[src/design/eeprom_defs.svh]
`ifndef EEPROM_DEFS_SVH
`define EEPROM_DEFS_SVH

// 2 KB part, upper three address bits ride in the control byte
`define EE_ADDR_W 11

`define EE_DEV_CODE 4'b1010 // fixed control byte nibble

// CLK cycles per quarter of an SCL period
`define EE_QUARTER 4

`endif

[src/design/eeprom_pkg.sv]
`default_nettype none

`include "eeprom_defs.svh"

package eeprom_pkg;

    typedef logic [`EE_ADDR_W-1:0] ee_addr_t; // word address
    typedef logic [7:0]            ee_byte_t; // data, address low or control byte

    // single bus operations of the bit engine
    typedef enum logic [1:0] {
        BC_START,
        BC_STOP,
        BC_WRITE,
        BC_READ
    } bit_cmd_e;

    typedef enum logic [3:0] {
        IDLE,
        START,
        CTRL_W,
        ADDR,
        DATA_W,
        RESTART, // repeated start before the read control byte
        CTRL_R,
        DATA_R,
        STOP,
        DONE
    } ctrl_state_e;

    typedef enum logic [2:0] {
        B_IDLE,
        B_START,
        B_BITS,
        B_ACK, // ninth clock of a byte
        B_STOP
    } bit_state_e;

endpackage

`default_nettype wire

[src/design/eeprom_ctrl.sv]
`default_nettype none
`timescale 1ns/1ps

`include "eeprom_defs.svh"

module eeprom_ctrl (
    input  wire                       CLK,
    input  wire                       RESET,
    input  wire                       wr,
    input  wire                       rd,
    input  wire eeprom_pkg::ee_addr_t addr,
    input  wire eeprom_pkg::ee_byte_t wr_data,
    input  wire                       cmd_done,
    input  wire eeprom_pkg::ee_byte_t rx_byte,
    input  wire                       slave_nack,
    output logic                      busy,
    output logic                      done,
    output logic                      nack,
    output eeprom_pkg::ee_byte_t      rd_data,
    output logic                      cmd_valid,
    output eeprom_pkg::bit_cmd_e      cmd,
    output eeprom_pkg::ee_byte_t      tx_byte,
    output logic                      master_ack
);

    import eeprom_pkg::*;

    ctrl_state_e state;
    ctrl_state_e next_state;
    ee_addr_t    addr_r;
    ee_byte_t    data_r;
    logic        rd_op;
    logic        accept;

    assign accept     = (state == IDLE) && (wr || rd);
    assign busy       = (state != IDLE);
    assign done       = (state == DONE);
    assign master_ack = 1'b1; // single-byte reads end with not-acknowledge

    // command that goes out with the cmd_valid pulse
    always_comb
    begin
        case (state)
            START, RESTART: cmd = BC_START;
            DATA_R:         cmd = BC_READ;
            STOP:           cmd = BC_STOP;
            default:        cmd = BC_WRITE;
        endcase
    end

    always_comb
    begin
        case (state)
            CTRL_W:  tx_byte = {`EE_DEV_CODE, addr_r[`EE_ADDR_W-1:8], 1'b0};
            ADDR:    tx_byte = addr_r[7:0];
            DATA_W:  tx_byte = data_r;
            CTRL_R:  tx_byte = {`EE_DEV_CODE, addr_r[`EE_ADDR_W-1:8], 1'b1};
            default: tx_byte = 8'h00;
        endcase
    end

    // missing acknowledge on any written byte goes straight to stop
    always_comb
    begin
        case (state)
            START:   next_state = CTRL_W;
            CTRL_W:  next_state = slave_nack ? STOP : ADDR;
            ADDR:
            begin
                if (slave_nack)
                    next_state = STOP;
                else
                    next_state = rd_op ? RESTART : DATA_W;
            end
            DATA_W:  next_state = STOP;
            RESTART: next_state = CTRL_R;
            CTRL_R:  next_state = slave_nack ? STOP : DATA_R;
            DATA_R:  next_state = STOP;
            STOP:    next_state = DONE;
            default: next_state = IDLE;
        endcase
    end

    always_ff @(posedge CLK)
    begin
        if (RESET)
        begin
            state     <= IDLE;
            cmd_valid <= 1'b0;
            nack      <= 1'b0;
        end
        else
        begin
            cmd_valid <= 1'b0;
            case (state)
                IDLE:
                begin
                    if (accept)
                    begin
                        state     <= START;
                        cmd_valid <= 1'b1;
                        nack      <= 1'b0;
                    end
                end
                DONE: state <= IDLE;
                default:
                begin
                    if (cmd_done)
                    begin
                        state     <= next_state;
                        cmd_valid <= (next_state != DONE);
                        if (cmd == BC_WRITE && slave_nack)
                            nack <= 1'b1;
                    end
                end
            endcase
        end
    end

    // request registers
    always_ff @(posedge CLK)
    begin
        if (accept)
        begin
            addr_r <= addr;
            data_r <= wr_data;
            rd_op  <= !wr; // write wins on a tie
        end
        if (state == DATA_R && cmd_done)
            rd_data <= rx_byte;
    end

    // strobes while busy leave the request untouched
    a_accept_idle: assert property (@(posedge CLK) disable iff (RESET)
        (wr || rd) && busy |=> $stable(addr_r) && $stable(data_r) && $stable(rd_op));

    a_no_cmd_idle: assert property (@(posedge CLK) disable iff (RESET)
        cmd_valid |-> !(state inside {IDLE, DONE}));

endmodule

`default_nettype wire

[config.mk]
export PLATFORM = sky130hd
export DESIGN_NAME = eeprom_ctrl
export DESIGN_NICKNAME = d
export VERILOG_FILES = /design/src/design/eeprom_pkg.sv /design/src/design/eeprom_ctrl.sv
export VERILOG_INCLUDE_DIRS = /design/src /design/src/design
export SDC_FILE = /design/constraint.sdc
export NUM_CORES = 1
export LEC_CHECK = 0
export BUFFER_PORTS_ARGS = -buffer_cell sky130_fd_sc_hd__buf_2
export CORE_UTILIZATION = 30
export CTS_CLUSTER_DIAMETER = 50
export DETAILED_ROUTE_END_ITERATION = 10
export PLACE_DENSITY_LB_ADDON = 0.3
export SLEW_MARGIN = 30
export SYNTH_ARGS = -nofsm -noshare
export SYNTH_HDL_FRONTEND = slang
export SYNTH_SLANG_ARGS = --single-unit
[constraint.sdc]
create_clock -name CLK -period 3.71 [get_ports CLK]
set_input_delay 0.371 -clock CLK [delete_from_list [all_inputs] [get_ports CLK]]
set_output_delay 0.371 -clock CLK [all_outputs]
set_load 0.02 [all_outputs]
# Word-level counts from Yosys, hierarchy flattened
# Index checks and enable logic that the tools add are counted.
[totals] reg_bits=34 wordCells=51 inputBits=33 out_inout_bits=23
[op_classes] n_eq_ne=12 muxes=17 bitwise=1 reduce_logical=14
[ops] operator="case mux 8 bit (4 select lines)" n=1
[ops] operator="case mux 4 bit (7 select lines)" n=1
[ops] operator="two-way mux 4 bit" n=5
[ops] operator="equality test 4 x 3 -> 1 bit, second input constant" n=4
[ops] operator="equality test 4 x 2 -> 1 bit, second input constant" n=2
[ops] operator="equality test 4 bit, second input constant" n=2
[ops] operator="case mux 4 bit (2 select lines)" n=1
[ops] operator="two-way mux 1 bit" n=6
[ops] operator="case mux 2 bit (3 select lines)" n=1
[ops] operator="equality test 4 x 1 -> 1 bit, second input constant" n=1
[ops] operator="logical NOT 4 bit" n=1
[ops] operator="inequality test 4 bit, second input constant" n=1
[ops] operator="case mux 1 bit (2 select lines)" n=2
[ops] operator="AND reduction 4 bit" n=1
[ops] operator="nonzero test 2 bit" n=2
[ops] operator="nonzero test 4 bit" n=1
[ops] operator="OR reduction 2 bit" n=2
[ops] operator="logical AND 1 bit" n=3
[ops] operator="nonzero test 3 bit" n=1
[ops] operator="equality test 2 bit, second input constant" n=1
[ops] operator="inequality test 2 bit, second input constant" n=1
[ops] operator="AND reduction 2 bit" n=1
[ops] operator="logical NOT 1 bit" n=1
[ops] operator="logical OR 1 bit" n=1
[ops] operator="NOT 1 bit" n=1

# Logic depth before layout (Yosys ltp)
[logic_depth] word_depth=8 mapped_depth=4 ltp_nobuf=4

# Worst setup path after synthesis
# No wires, ideal clock.
[synth_timing] kind="flip-flop to flip-flop" start="reg state[3]" end="reg addr_r[0], enable pin" period_less_slack_ps=1994 stages_incl_launch_ff=4 setup_time_ps=376 t_arrival_ps=1618 setup_slack_ps=1716 path_buffers=0 required_ps=3334 path_cell_list="dfxtp_1 or4_4 or2_1 inv_1"
[synth_via] elab_chain_len=2
[synth_lines] element="start: declaration" line="eeprom_ctrl.sv:28" source="ctrl_state_e state;"
[synth_lines] element="start signal: assignment" line="eeprom_ctrl.sv:110" source="state <= next_state;"
[synth_lines] element="logical NOT 4 bit" line="eeprom_ctrl.sv:35" source="assign accept = (state == IDLE) && (wr || rd);"
[synth_lines] element="logical AND 1 bit" line="eeprom_ctrl.sv:35"
[synth_lines] element="named net accept" line="eeprom_ctrl.sv:33" source="logic accept;"
[synth_lines] element="end signal: assignment" line="eeprom_ctrl.sv:125" source="addr_r <= addr;"
[synth_lines] element="end: declaration" line="eeprom_ctrl.sv:30" source="ee_addr_t addr_r;"
# The timed path passes the listed nets, and every way through them passes these cells.
# A chain may end at the register's enable or synchronous reset.

# Worst setup path in the final report
[layout_timing] start="reg state[2]" end="out tx_byte[2]"
[layout_via] elab_chain_len=2 word_cells_on_any_way=5 classes_between="eq/ne (4); mux (1)"
[layout_lines] element="equality test 4 x 3 -> 1 bit / equality test 4 x 2 -> 1 bit (equally long branches)" line="eeprom_ctrl.sv:53" source="case (state)"
[layout_lines] element="case mux 8 bit (4 select lines) *" line="eeprom_ctrl.sv:53"
[layout_lines] element="end: declaration" line="eeprom_ctrl.sv:22" source="output eeprom_pkg::ee_byte_t tx_byte,"
# Mark *: on every way between the ends. The rest lies on a longest branch, timed or not.

==> flow_metrics.tcl <==
set metrics [dict create \
    outcome "finished with violations" \
    violated_checks "design-rule violations" \
    detail_route.vias_per_cell 4.88 \
    path_delay_family "simple AND/OR/NAND/NOR gates" \
    cts_hold_buffers 0 \
    ys.warnings.count 0 \
    cts_setup_buffers 0 \
    ios 56 \
    drt-wirelength-per-cell_um 13.8 \
    antenna_left 0 \
    area_delta_synth_final_pct 27.4 \
    min_hold_slack_ns 0.258 \
    place_ws_ns 1.40 \
    numClockSinks 34 \
    area_of_the_mapped_netlist_um2 1430 \
    drt_iter0_markers 138 \
    placementRows 24 \
    die_width_um 71.0 \
    hold_path.class "input port to register" \
    reg2reg_from "state[3]" \
    cap_viol_max_count 0 \
    criticalPathCategory "register to primary output" \
    timing.fmax_ghz 0.417 \
    netlist_instances 108 \
    grt_pass1_wl_mm 4.85 \
    reg2regPathDepth 3 \
    min_to "rd_data[6]" \
    vias_in_the_first_global_route 1052 \
    final_core_utilization_pct 40.7 \
    fin_ws_ns 1.31 \
    mappedNetlistNets 141 \
    route.detailed.drc 1 \
    area_of_placed_instances_um2 1740 \
    synth_top_flop_cell "edfxtp_1" \
    setup-violations-final 0 \
    timing.critical_path.required_ns 3.34 \
    fp.dieH_um 71.0 \
    crit_path_cell_trace "nor4b_2 > a22oi_1 > nand2_1 > buf_2" \
    total_leakage_power_nw 0.747 \
    synth_seq_cells 34 \
    grt_antenna_before_repair 0 \
    root_buffer "clkbuf_8" \
    synth_area_leaders "edfxtp_1 59%, dfxtp_1 8.4%, nand2_1 2.4%" \
    hold_path.startpoint "rx_byte[6]" \
    worst_setup_path_start_kind "register" \
    detail_route.first_pass.iterations 7 \
    worst-r2r-setup-slack_ns 1.41 \
    grt_remaining_overflow 0 \
    drive_above_1_share_pct 39.6 \
    grt_setup_unrepaired "false" \
    placed_cells 208 \
    grt_start_max_net_pins 22 \
    clock_path_buffers 2 \
    slew_violations 0 \
    final-hold-violation-count 0 \
    worst_ir_drop_vdd_mv 0.232 \
    critical_path_arrival_ns 2.03 \
    cts-htree-levels 2 \
    p_per_area_nw_per_um2 455 \
    critical-path-slowest-cell "nor4b_2" \
    setup-tns-final_ns 0 \
    synth_top_area_share_pct 58.8 \
    gp_congestion 0.860 \
    postRouteWirelength_mm 2.98 \
    post_route_cell_area_um2 1820 \
    clk_transition_reported_paths_ns 0.07 \
    post-route-period-util_pct 64.6 \
    yosysTopAreaCell "edfxtp_1" \
    antennaDiodeCount 0 \
    crit_path_max_incr_delay_ns 0.67 \
    fin_total_pwr_mw 0.829 \
    initial_core_util_pct 32.0 \
    min_period_ns 2.40 \
    postSynthAreaPerCell_um2 13.2 \
    port-buffer-count 54 \
    r2r_end "addr_r[0]" \
    end_kind "primary output" \
    crit_buf_inv 1 \
    nets 196 \
    fp.dieArea_um2 5050 \
    hold_depth 1 \
    worst_skew_ns 0.00610 \
    async_flop_share_pct 0 \
    cts_made_buffers 5 \
    via_count 1053 \
    synth-edff-count 28 \
    cts_tree "built" \
    post_cts_resize_count 0 \
    dp_hpwl_mm 2.17 \
    worstPathMaxFanout 17 \
    synth-seq-area-share_pct 67.2 \
    clock_insertion_delay_worst_skew_ns 0.28 \
    layoutNonFillerInstCount 216 \
    timing.slew.headroom_pct 47.5 \
    track_usage_pct 12.8 \
    yosysUniqueCellTypes 41 \
    worst_slew_pin_slew_ns 0.786 \
    core_um2 4470 \
]
==> placed cells by master, fill, tap and decap left out, types with 2 or more instances in the layout <==
cell      instances
o211ai_1          2
a22o_1            2
clkbuf_8          5
and3b_1           2
edfxtp_1         28
a21oi_1           3
a221o_1           2
a22oi_1           3
nand2_1           9
o21ai_0           5
nor2_1            3
dfxtp_1           6
nand2b_1          2
inv_1             6
nor3b_1           4
nor2b_1           2
buf_2            54
==> cell usage after synthesis (2+ instances only) <==
| cell | instances |
|---|---|
| edfxtp_1 | 28 |
| nor3b_1 | 4 |
| inv_1 | 6 |
| o211ai_1 | 2 |
| o21ai_0 | 5 |
| clkbuf_1 | 3 |
| nand2b_1 | 2 |
| nand2_1 | 9 |
| a22oi_1 | 3 |
| a221o_1 | 2 |
| nor2b_1 | 2 |
| dfxtp_1 | 6 |
| a21oi_1 | 3 |
| nor2_1 | 3 |
| and3b_1 | 2 |
| a22o_1 | 2 |
| buf_2 | 2 |
==> layout make-up <==
cell class,count,area (um^2)
Clock inverter,3,16.3
Tap cell,52,65.1
Inverter,6,22.5
Fill cell,441,2650
Multi-Input combinational cell,62,418
Timing Repair Buffer,54,270
Sequential cell,34,961
Clock buffer,5,68.8
==> report_power, final <==
part	internal (mW)	leakage, nW	total [mW]	switching [mW]
combinational	0.0397	0.391	0.100	0.0607
clock	0.128	0.0416	0.257	0.129
sequential	0.452	0.315	0.472	0.0191
total	0.620	0.747	0.829	0.209
==> worst max-delay path by stage <==
stage	from	to	slack (ns)	cells past startpoint
finish	state[2]	tx_byte[2]	1.31	4
detailed placement	state[3]	addr_r[2]	1.40	3
global route	state[2]	tx_byte[2]	1.10	4
CTS	state[2]	tx_byte[2]	1.27	4
floorplan	state[3]	addr_r[0]	1.72	3
global placement	state[3]	addr_r[0]	1.53	3
==> routing by layer <==
layer	global-route usage [%]	vias to the layer above	wire (um)
li1	-	517	-
met3	4.99	7	225
met4	5.33	0	56
met2	20.3	39	1460
met1	15.7	490	1240
met5	0	-	0
==> kinds of logic after synthesis <==
logic type | after synthesis | synth area share [%]
AOI/OAI and AO/OA | 26 | 13.2
DFF | 34 | 67.2
other | 1 | 0.262
buffers and inverters | 12 | 3.59
and+or+nand+nor | 35 | 15.7
==> registers in the layout (all words and copies together) (netlist names) <==
signal / flops
cmd_valid: 1
addr_r: 11
rd_data: 8
state: 4
nack: 1
rd_op: 1
data_r: 8
No activity file was read; power rests on OpenSTA's default activity.
