$ cat src/design/eeprom_defs.svh
`ifndef EEPROM_DEFS_SVH
`define EEPROM_DEFS_SVH

// 2 KB part, upper three address bits ride in the control byte
`define EE_ADDR_W 11

`define EE_DEV_CODE 4'b1010 // fixed control byte nibble

// CLK cycles per quarter of an SCL period
`define EE_QUARTER 4

`endif

$ cat src/design/eeprom_pkg.sv
`default_nettype none

`include "eeprom_defs.svh"

package eeprom_pkg;

    typedef logic [`EE_ADDR_W-1:0] ee_addr_t; // word address
    typedef logic [7:0]            ee_byte_t; // data, address low or control byte

    // single bus operations of the bit engine
    typedef enum logic [1:0] {
        BC_START,
        BC_STOP,
        BC_WRITE,
        BC_READ
    } bit_cmd_e;

    typedef enum logic [3:0] {
        IDLE,
        START,
        CTRL_W,
        ADDR,
        DATA_W,
        RESTART, // repeated start before the read control byte
        CTRL_R,
        DATA_R,
        STOP,
        DONE
    } ctrl_state_e;

    typedef enum logic [2:0] {
        B_IDLE,
        B_START,
        B_BITS,
        B_ACK, // ninth clock of a byte
        B_STOP
    } bit_state_e;

endpackage

`default_nettype wire

$ cat src/design/i2c_bit_engine.sv
`default_nettype none
`timescale 1ns/1ps

`include "eeprom_defs.svh"

module i2c_bit_engine #(
    parameter int QUARTER = `EE_QUARTER
) (
    input  wire                   CLK,
    input  wire                   RESET,
    input  wire                   cmd_valid,
    input  wire eeprom_pkg::bit_cmd_e cmd,
    input  wire eeprom_pkg::ee_byte_t tx_byte,
    input  wire                   master_ack,
    input  wire                   sda_in,
    output logic                  cmd_done,
    output eeprom_pkg::ee_byte_t  rx_byte,
    output logic                  slave_nack,
    output logic                  sda_oe,
    output logic                  SCL
);

    import eeprom_pkg::*;

    localparam int QW = (QUARTER > 1) ? $clog2(QUARTER) : 1;

    bit_state_e  state;
    logic [QW-1:0] qcnt;
    logic [1:0]  phase;   // quarter within the current bit slot
    logic [2:0]  bitcnt;
    logic        tick;
    logic        first_oe;
    ee_byte_t    shreg;
    logic        rd_mode;
    logic        mack_r;

    assign tick    = (qcnt == QW'(QUARTER - 1));
    assign rx_byte = shreg;

    // SDA level set in the second quarter, while SCL is still low
    always_comb
    begin
        case (state)
            B_START: first_oe = 1'b0;
            B_STOP:  first_oe = 1'b1;
            B_BITS:  first_oe = !rd_mode && !shreg[7];
            B_ACK:   first_oe = rd_mode && !mack_r;
            default: first_oe = sda_oe;
        endcase
    end

    // every slot: SDA set, SCL up, mid-high action, SCL down
    always_ff @(posedge CLK)
    begin
        if (RESET)
        begin
            state      <= B_IDLE;
            qcnt       <= '0;
            phase      <= 2'd0;
            bitcnt     <= 3'd0;
            SCL        <= 1'b1;
            sda_oe     <= 1'b0;
            cmd_done   <= 1'b0;
            slave_nack <= 1'b0;
        end
        else
        begin
            cmd_done <= 1'b0;
            if (state == B_IDLE)
            begin
                qcnt   <= '0;
                phase  <= 2'd0;
                bitcnt <= 3'd0;
                if (cmd_valid)
                begin
                    case (cmd)
                        BC_START: state <= B_START;
                        BC_STOP:  state <= B_STOP;
                        default:  state <= B_BITS;
                    endcase
                end
            end
            else
            begin
                qcnt <= tick ? '0 : qcnt + 1'b1;
                if (tick)
                begin
                    phase <= phase + 2'd1;
                    case (phase)
                        2'd0: sda_oe <= first_oe;
                        2'd1: SCL <= 1'b1;
                        2'd2:
                        begin
                            if (state == B_START)
                                sda_oe <= 1'b1; // SDA falls under high SCL
                            else if (state == B_STOP)
                                sda_oe <= 1'b0; // SDA rises under high SCL
                            else if (state == B_ACK && !rd_mode)
                                slave_nack <= sda_in;
                        end
                        default:
                        begin
                            if (state != B_STOP)
                                SCL <= 1'b0; // bus stays high only after stop
                            if (state == B_BITS && bitcnt != 3'd7)
                                bitcnt <= bitcnt + 3'd1;
                            else if (state == B_BITS)
                                state <= B_ACK;
                            else
                            begin
                                state    <= B_IDLE;
                                cmd_done <= 1'b1;
                            end
                        end
                    endcase
                end
            end
        end
    end

    // shift register serves both directions
    always_ff @(posedge CLK)
    begin
        if (state == B_IDLE && cmd_valid)
        begin
            shreg   <= tx_byte;
            rd_mode <= (cmd == BC_READ);
            mack_r  <= master_ack;
        end
        else if (state == B_BITS && tick)
        begin
            if (rd_mode && phase == 2'd2)
                shreg <= {shreg[6:0], sda_in}; // mid-high sample
            else if (!rd_mode && phase == 2'd3)
                shreg <= {shreg[6:0], 1'b0};
        end
    end

    // sequencer waits for cmd_done before the next command
    a_cmd_in_idle: assert property (@(posedge CLK) disable iff (RESET)
        cmd_valid |-> state == B_IDLE);

    a_done_pulse: assert property (@(posedge CLK) disable iff (RESET)
        cmd_done |=> !cmd_done);

endmodule

`default_nettype wire

$ cat config.mk
export PLATFORM = sky130hd
export DESIGN_NAME = i2c_bit_engine
export DESIGN_NICKNAME = d
export VERILOG_FILES = /design/src/design/eeprom_pkg.sv /design/src/design/i2c_bit_engine.sv
export VERILOG_INCLUDE_DIRS = /design/src /design/src/design
export SDC_FILE = /design/constraint.sdc
export NUM_CORES = 1
export LEC_CHECK = 0
export BUFFER_PORTS_ARGS = -buffer_cell sky130_fd_sc_hd__buf_2
export CAP_MARGIN = 20
export CORE_AREA = 2 2 59 61
export CTS_CLUSTER_DIAMETER = 30
export DETAILED_ROUTE_END_ITERATION = 8
export DIE_AREA = 0 0 61 63
export PLACE_DENSITY_LB_ADDON = 0.12
export REMOVE_ABC_BUFFERS = 1
export SYNTH_ARGS = -nofsm -noshare
export SYNTH_HDL_FRONTEND = slang
export SYNTH_SLANG_ARGS = --single-unit
$ cat constraint.sdc
create_clock -name CLK -period 2.7 [get_ports CLK]
set_input_delay 0.675 -clock CLK [delete_from_list [all_inputs] [get_ports CLK]]
set_output_delay 0.675 -clock CLK [all_outputs]
set_load 0.005 [all_outputs]
After elaboration in Yosys (flattened, before gate mapping)
Index checks and enable logic that the tools add are counted.
{ "op_classes": {"add_sub_neg": 3, "eq_ne": 17, "reduce_logical": 30, "n_bitwise": 6, "mux": 18} }
{ "ops": {"columns": ["op", "count"], "rows": [
  ["8-bit two-way mux", 4],
  ["3-bit two-way mux", 5],
  ["3-bit inequality test (second input constant)", 3],
  ["2-bit == test (second input constant)", 4],
  ["1-bit logical AND", 8],
  ["4-bit AND reduction", 2],
  ["2-bit nonzero test", 4],
  ["7-bit OR reduction", 1],
  ["3-bit by 2-bit == test with 1-bit output (second input constant)", 2],
  ["1-bit NOT", 6],
  ["3-bit one-hot mux with 2 select lines", 1],
  ["6-bit AND reduction", 1],
  ["3-bit OR reduction", 2],
  ["5-bit inequality test (second input constant)", 1],
  ["5-bit AND reduction", 1],
  ["2-bit by 1-bit adder with 2-bit output (second input constant)", 2],
  ["2-bit by 1-bit == test with 1-bit output (second input constant)", 2],
  ["2-bit logical NOT", 2],
  ["1-bit two-way mux", 4],
  ["2-bit by 1-bit inequality test with 1-bit output (second input constant)", 2],
  ["1-bit one-hot mux with 2 select lines", 2],
  ["1-bit one-hot mux with 4 select lines", 1],
  ["2-bit OR reduction", 2],
  ["3-bit by 1-bit adder with 3-bit output (second input constant)", 1],
  ["other kinds (9)", 11]
]} }
{ "word_totals": {"input_bits": 15, "ff_bits": 24, "out_inout_bits": 12} }

Longest topological paths before layout
Gate-level depths: netlist (run 1).
{ "logic_depth": {"word_depth": 6, "ltp_mapped": 7, "mapped_depth_nobuf": 6} }

Least setup slack after synthesis (run 1)
No wires, ideal clock.
{ "synth_path": {"path_type": "reg2reg", "start": "register phase[0]", "end": "register shreg[0] (netlist: rx_byte[0]) (enable)", "setup_slack_ps": 703, "arrival_ps": 1614, "path_stages_with_launch": 8, "required_time_ps": 2317, "cell_sequence": "dfxtp_1 > inv_1 > ha_1 > clkbuf_1 > mux2i_1 > nor2_1 > a21oi_1 > nor3_1"} }
{ "synth_via": {"elab_chain_cells": 4} }
{ "synth_rtl": {"columns": ["item", "line", "source"], "rows": [
  ["start: declaration", "i2c_bit_engine.sv:29", "logic [1:0] phase;"],
  ["start signal: assignment", "i2c_bit_engine.sv:88", "phase <= phase + 2'd1;"],
  ["2-bit == test, on equally long branches", "i2c_bit_engine.sv:132, i2c_bit_engine.sv:134", null],
  ["1-bit logical AND, on equally long branches", "i2c_bit_engine.sv:132, i2c_bit_engine.sv:134", null],
  ["3-bit nonzero test (no source line) *", null, null],
  ["2-bit AND reduction (no source line) *", null, null],
  ["end signal: assignment", "i2c_bit_engine.sv:126", "shreg <= tx_byte;"],
  ["end signal: assignment", "i2c_bit_engine.sv:133", "shreg <= {shreg[6:0], sda_in};"],
  ["end signal: assignment", "i2c_bit_engine.sv:135", "shreg <= {shreg[6:0], 1'b0};"],
  ["end: declaration", "i2c_bit_engine.sv:33", "ee_byte_t shreg;"]
]} }
Every way passes the cells marked *; elsewhere a longest branch is shown, timed or not.
A chain may end at the register's enable or synchronous reset.

Final worst setup path (run 1)
{ "layout_path": {"start": "register qcnt[0]", "end": "register bitcnt[2]"} }
{ "layout_via": {"elab_chain_cells": 2} }
{ "layout_rtl": {"columns": ["item", "line", "source"], "rows": [
  ["start: declaration", "i2c_bit_engine.sv:28", "logic [QW-1:0] qcnt;"],
  ["start signal: assignment", "i2c_bit_engine.sv:85", "qcnt <= tick ? '0 : qcnt + 1'b1;"],
  ["2-bit == test", "i2c_bit_engine.sv:37", "assign tick = (qcnt == QW'(QUARTER - 1));"],
  ["3-bit AND reduction (no source line)", null, null],
  ["end signal: assignment", "i2c_bit_engine.sv:106", "bitcnt <= bitcnt + 3'd1;"],
  ["end: declaration", "i2c_bit_engine.sv:30", "logic [2:0] bitcnt;"]
]} }
No other way between the ends.

==> results of run 1 <==
-- synthesized netlist by cell type (2+ instances only) --
library cell / count
dfxtp_1: 14
nor2_1: 13
edfxtp_1: 10
ha_1: 7
mux2_2: 7
inv_1: 6
mux2i_1: 6
buf_2: 5
nor3_1: 5
a21oi_1: 4
clkbuf_1: 3
nand3_1: 3
o21ai_0: 3
a211oi_1: 2
nand2_1: 2
nand2b_1: 2
nor2b_1: 2
o21a_1: 2
o21bai_1: 2
xnor2_1: 2
-- sequential cells by signal, summed over array words and instances (netlist names), 2 cells and up --
register and count:
bitcnt 3, phase 2, qcnt 2, rx_byte 8, state 3
-- layer usage --
metal | up-vias | track usage [%]
li1 | 462 | -
met1 | 423 | 18.7
met2 | 13 | 22.0
met3 | 2 | 1.86
met4 | 0 | 5.71
met5 | - | 0
-- where the power goes --
part,internal [W],switching (W)
registers,0.000407,0.0000204
logic,0.0000574,0.0000531
clock network,0.0000576,0.000100
total,0.000522,0.000174
-- how the worst max path moves through the flow --
stage | start | to | slack, ns | cells past startpoint
6_report | qcnt[0]$_SDFF_PP0_ | bitcnt[2]$_SDFFE_PP0P_ | 0.88 | 5
3_5_place_dp | cmd_valid | rx_byte[1]$_DFFE_PP_ | 0.86 | 4
5_1_grt | qcnt[0]$_SDFF_PP0_ | bitcnt[2]$_SDFFE_PP0P_ | 0.74 | 5
2_1_floorplan | cmd_valid | rx_byte[1]$_DFFE_PP_ | 0.68 | 2
4_1_cts | qcnt[0]$_SDFF_PP0_ | bitcnt[2]$_SDFFE_PP0P_ | 0.85 | 5
3_3_place_gp | cmd_valid | rx_byte[2]$_DFFE_PP_ | 0.91 | 4
-- through the flow --
step	util (%)	hold slack [ns]	std cells	area (um2)
global placement	43.1	0.411	183	1390
global route	43.9	0.481	187	1420
floorplan	-	0.404	109	1190
finish	43.9	0.436	187	1420
detailed placement	43.1	0.418	183	1390
CTS	43.9	0.437	187	1420
-- cell type report --
type,count,area share (%)
tap,46,4.05
inverter,6,1.59
timing repair buffer,28,10.2
clock buffer,4,1.85
sequential,24,40.9
multi-input combinational,79,41.4
-- cell families (layout without fill, tap and decap cells) --
logic type      count (synthesis)  count (layout)  share of synthesized area (%)
mux                            13              13                           11.2
buf+inv                        15              38                           5.66
fa+ha+maj                       7               7                           7.07
flops                          24              24                           46.9
xor+xnor                        3               3                           2.12
compound gates                 19              19                           10.5
simple gates                   37              37                           16.6
==> flow_metrics.tcl, run 1 <==
set metrics [dict create \
    max_stage_delay_ns 0.58 \
    via_count 900 \
    worstReg2RegEnd "bitcnt[2]$_SDFFE_PP0P_" \
    wl_met1_mm 1.14 \
    power_w 0.000696 \
    worst_setup_path_start_kind "register" \
    reg2reg_slack_ns 0.88 \
    crit_fanout 10 \
    place_ws_ns 0.863 \
    cts_buffers 3 \
    grt_start_max_net_pins 14 \
    clock_sinks 24 \
    io_buffers 26 \
    nNetsFinal 164 \
    ys_ff_latch 24 \
    final_cell_mix "buf_2, dfxtp_1, nor2_1" \
    die-area_um2 3840 \
    synth_edf_count 10 \
    layout-drive-gt1-share_pct 29.8 \
    slew_headroom_pct 70.0 \
    hold_violations 0 \
    wl_per_cell_um 12.7 \
    fin_worst_skew_ns 0.00111 \
    synth_area_leaders "edfxtp_1, dfxtp_1, ha_1" \
    synthDistinctLibCells 38 \
    syn_area_per_cell_um2 10.5 \
    grt_use_total_pct 13.9 \
    dieHeight_um 63 \
    area_delta_synth_final_pct 14.6 \
    fin_crit_ns 1.82 \
    worst_pin_slew_ns 0.450 \
    final_common_cell "buf_2" \
    min_to "qcnt[0]$_SDFF_PP0_" \
    ys.flop_type "dfxtp_1" \
    viasPerCell 4.81 \
    layout_setup_ws_ns 0.881 \
    io_pins 27 \
    powerDensity_nw_per_um2 490 \
    initialDrtViolationCount 36 \
    detail-route-antenna-nets 0 \
    post-route-period-util_pct 67.4 \
    yosysWarnings 0 \
    root_buffer "clkbuf_4" \
    ys_seq_area_share_pct 46.9 \
    crit_type "register to register" \
    clk_latency_ns 0.30 \
    dp_hpwl_mm 1.81 \
    first_pass_iters 4 \
    rsz0062_at_grt "false" \
    met2_wirelength_mm 1.15 \
    drc 0 \
    fin_tns_setup_ns 0 \
    coreArea_um2 3230 \
    synthArstFlopShare_pct 0 \
    crit_path_top_delay_cell "or4_1" \
    drt-total-wl_mm 2.37 \
    finalSetupViolCount 0 \
    die_x_um 61 \
    timing.rr.start "qcnt[0]$_SDFF_PP0_" \
    vdd_drop_max_mv 0.251 \
    hold_start "qcnt[0]$_SDFF_PP0_" \
    slew_viol_final 0 \
    maxCapViolCount 0 \
    ctsHtreeMaxLevel 1 \
    start_util_pct 38.3 \
    grt_pass1_vias 921 \
    synth_top_cell_by_area "edfxtp_1" \
    cp_num_buf_inv 0 \
    top_layer "met4" \
    gp_congestion 0.791 \
    leakage_nw 0.585 \
    num_antenna_cells 0 \
    fmax_mhz 550 \
    seqCellArea_um2 581 \
    status "complete, no violations" \
    synth_top_area_share_pct 24.2 \
    netlist_area_um2 1240 \
    path_delay_family "simple AND/OR/NAND/NOR gates" \
    hold_buffers 0 \
    multi_input_area_um2 588 \
    crit_chain "ha_1 > nand2_4 > or4_1 > mux2i_1 > nor2_1" \
    hold_depth 1 \
    fillCellCount 333 \
    cts-resized-gates 0 \
    num_rows 21 \
    ff2ff_path_depth 5 \
    arrival_ns 2.03 \
    cp.required_ns 2.91 \
    path_clk_slew_ns 0.12 \
    grt_pass1_wl_mm 4.09 \
    cp-end-kind "register" \
    antenna_found_initial 0 \
    holdCritPathClass "register to register" \
    grt_overflow 0 \
    wl_met3_um 62 \
    tritoncts "done" \
    cts_max_path_buffers 2 \
    postSynthCellCount 118 \
    cts_post_setup_buffers_inserted 0 \
]
No activity file was read; power rests on OpenSTA's default activity.
==> run 2: changes to the inputs <==
- ABC_AREA: not set -> 1
- CORE_AREA: 2 2 59 61 -> 2 2 60 62
- DIE_AREA: 0 0 61 63 -> 0 0 62 64
- clock period: 2.7 -> 1.75 ns (I/O delays scaled with it)
==> run 2 against run 1 <==
Against the previous run: sequential share of layout area fell by 2.2 points; power rose to 3.0 times the previous value; maximum frequency rose by 14%; sequential power rose by 120%; count of clock-buffer cells in the layout fell by 1; highest routed layer unchanged; largest cell class unchanged; clock skew rose by 0.00079 ns.
==> flow_metrics.tcl, run 2 <==
set metrics [dict create \
    status "complete, no violations" \
    root_buffer "clkbuf_4" \
    synth_edf_count 10 \
    postSynthCellCount 162 \
    grt_pass1_wl_mm 4.27 \
    tritoncts "done" \
    io_buffers 26 \
    fin_tns_setup_ns 0 \
    hold_start "master_ack" \
    initialDrtViolationCount 86 \
    dp.cells 232 \
    worstReg2RegEnd "rx_byte[0]$_DFFE_PP_" \
    use_met2_pct 22.8 \
    gp_congestion 0.831 \
    ys_seq_area_share_pct 45.5 \
    dpl_cell_area_um2 1450 \
    ff2ff_path_depth 6 \
    dp_hpwl_mm 1.94 \
    num_antenna_cells 0 \
    drc 0 \
    multi_input_area_um2 583 \
    area_delta_synth_final_pct 17.9 \
    cts_post_setup_buffers_inserted 0 \
    switching_share_pct 38.0 \
    leakage_nw 0.707 \
    hold_violations 0 \
    finalSetupViolCount 0 \
    crit_path_frequent_cell "nand2_1" \
    ys.flop_type "dfxtp_1" \
    wl_per_cell_um 10.4 \
    syn_area_per_cell_um2 7.87 \
    seqPwrFrac_pct 43.6 \
    path_clk_slew_ns 0.13 \
    hold_buffers 0 \
    slew_headroom_pct 72.7 \
    first_pass_iters 4 \
    synth_top_area_share_pct 23.6 \
    post-route-period-util_pct 91.3 \
    layout-drive-gt1-share_pct 24.2 \
    slew_viol_final 0 \
    cp-end-kind "register" \
    min_to "mack_r$_DFFE_PP_" \
    clk_latency_ns 0.32 \
    vdd_drop_max_mv 0.617 \
    seqCellArea_um2 581 \
    fin_worst_skew_ns 0.00190 \
    ys_ff_latch 24 \
    powerDensity_nw_per_um2 1410 \
    yosys.cell_count.top_type "nand2_1" \
    fillCellCount 342 \
    design_area_um2 1500 \
    crit_chain "inv_1 > ha_1 > nand2_1 > o21ai_0 > nand4_1 > nand2_1" \
    final_cell_mix "nand2_1, buf_2, nor2_1" \
    crit_path_top_delay_cell "dfxtp_1" \
    cts_buffers 3 \
    drt-total-wl_mm 2.44 \
    crit_type "register to register" \
    synthDistinctLibCells 25 \
    intPower_w 0.00131 \
    final_common_cell "nand2_1" \
    grt_pass1_vias 975 \
    largest_reg_flops 8 \
    synth_common_cells "nand2_1, nor2_1, inv_1" \
    synth_area_leaders "edfxtp_1, dfxtp_1, nand2_1" \
    coreArea_um2 3280 \
    antenna_found_initial 0 \
    synth_top_cell_by_area "edfxtp_1" \
    dieHeight_um 64 \
    die-area_um2 3970 \
    worst_pin_slew_ns 0.409 \
    grt_use_total_pct 14.4 \
    grt_overflow 0 \
    synthArstFlopShare_pct 0 \
    cts_max_path_buffers 2 \
    nNetsFinal 213 \
    crit_fanout 8 \
    worst_setup_path_start_kind "register" \
    rsz0062_at_grt "false" \
    busiest_layer "met2" \
    start_util_pct 38.8 \
    cp.required_ns 1.76 \
    maxCapViolCount 0 \
    met3_usage_pct 3.04 \
    io_pins 27 \
    max_stage_delay_ns 0.36 \
    instances_no_fill 236 \
    grt_start_max_net_pins 15 \
    viasPerCell 4.49 \
    reg2reg_slack_ns 0.15 \
    clockPowerShare_pct 19.1 \
    cts-resized-gates 0 \
    yosysWarnings 0 \
    hold_depth 1 \
    die_x_um 62 \
    via_count 1060 \
    ctsHtreeMaxLevel 1 \
    fin_crit_ns 1.60 \
    timing.rr.start "phase[0]$_SDFFE_PP0N_" \
    fmax_mhz 626 \
    holdCritPathClass "input port to register" \
    arrival_ns 1.60 \
    power.switching_w 0.000804 \
    clock_sinks 24 \
    detail-route-antenna-nets 0 \
    num_rows 21 \
    combPwrFrac_pct 37.4 \
    grtUsageMet1_pct 18.8 \
    netlist_area_um2 1270 \
]
[run 2: changes by cell type in the layout (fill, tap and decap cells not counted), sizes merged, moves of 3 or more]
cell,delta
a21oi,+3
nand2,+47
nor2,+8
o21ai,+5
mux2i,-6
nor3,-4
nand3,+8
mux2,-7
nand4,+3
inv,+17
[run 2: worst max-delay path: cells and delay by family (launching register included)]
| kind | cells | cell delay, ns |
|---|---|---|
| adder cells (fa/ha/maj) | 1 | 0.27 |
| buffers and inverters | 1 | 0.11 |
| flip-flops | 1 | 0.36 |
| AND/OR/NAND/NOR | 3 | 0.47 |
| AO/OA/AOI/OAI | 1 | 0.07 |
[run 2: metrics by stage]
step	hold WS, ns	util, %	total power [W]	worst slack [ns]
finish	0.284	45.8	0.00212	0.152
CTS	0.270	45.8	0.00215	0.152
global placement	0.409	44.2	0.00173	0.228
global route	0.246	45.8	0.00232	0.00461
detailed placement	0.425	44.2	0.00174	0.165
floorplan	0.402	-	0.00149	0.256
[run 2: cells by family after synthesis]
logic type               synth area share, %
buffers and inverters                   8.73
adder cells (fa/ha/maj)                 6.87
AO/OA/AOI/OAI                           6.48
AND/OR/NAND/NOR                         32.4
flip-flops                              45.5
[run 2: worst max path at each step]
stage	startpoint	end	cells past startpoint
6_report	phase[0]$_SDFFE_PP0N_	rx_byte[0]$_DFFE_PP_	6
5_1_grt	phase[0]$_SDFFE_PP0N_	rx_byte[0]$_DFFE_PP_	6
4_1_cts	phase[0]$_SDFFE_PP0N_	rx_byte[3]$_DFFE_PP_	6
3_5_place_dp	phase[0]$_SDFFE_PP0N_	rx_byte[3]$_DFFE_PP_	6
3_3_place_gp	phase[0]$_SDFFE_PP0N_	rx_byte[1]$_DFFE_PP_	6
2_1_floorplan	state[2]$_SDFFE_PP0P_	rx_byte[0]$_DFFE_PP_	3
[run 2: power groups by stage]
| stage | Combinational (W) | Sequential, W | Clock (W) |
|---|---|---|---|
| 6_report | 0.000790 | 0.000922 | 0.000404 |
| 5_1_grt | 0.000911 | 0.000954 | 0.000452 |
| 4_1_cts | 0.000805 | 0.000927 | 0.000423 |
| 3_5_place_dp | 0.000802 | 0.000937 | 0 |
| 3_3_place_gp | 0.000802 | 0.000930 | 0 |
| 2_1_floorplan | 0.000565 | 0.000922 | 0 |
[run 2: routing by layer]
| metal | wire length [um] | share of wire [%] |
|---|---|---|
| met5 | 0 | 0 |
| met4 | 29 | 1.2 |
| met3 | 68 | 2.8 |
| met2 | 1190 | 49 |
| met1 | 1160 | 47 |
[run 2: area by class of cell]
class,count,share of cell area (%)
timing repair buffer,27,9.16
multi-input combinational,112,38.8
clock inverter,1,2.00
tap,46,3.83
sequential,24,38.6
clock buffer,3,1.50
inverter,23,6.08
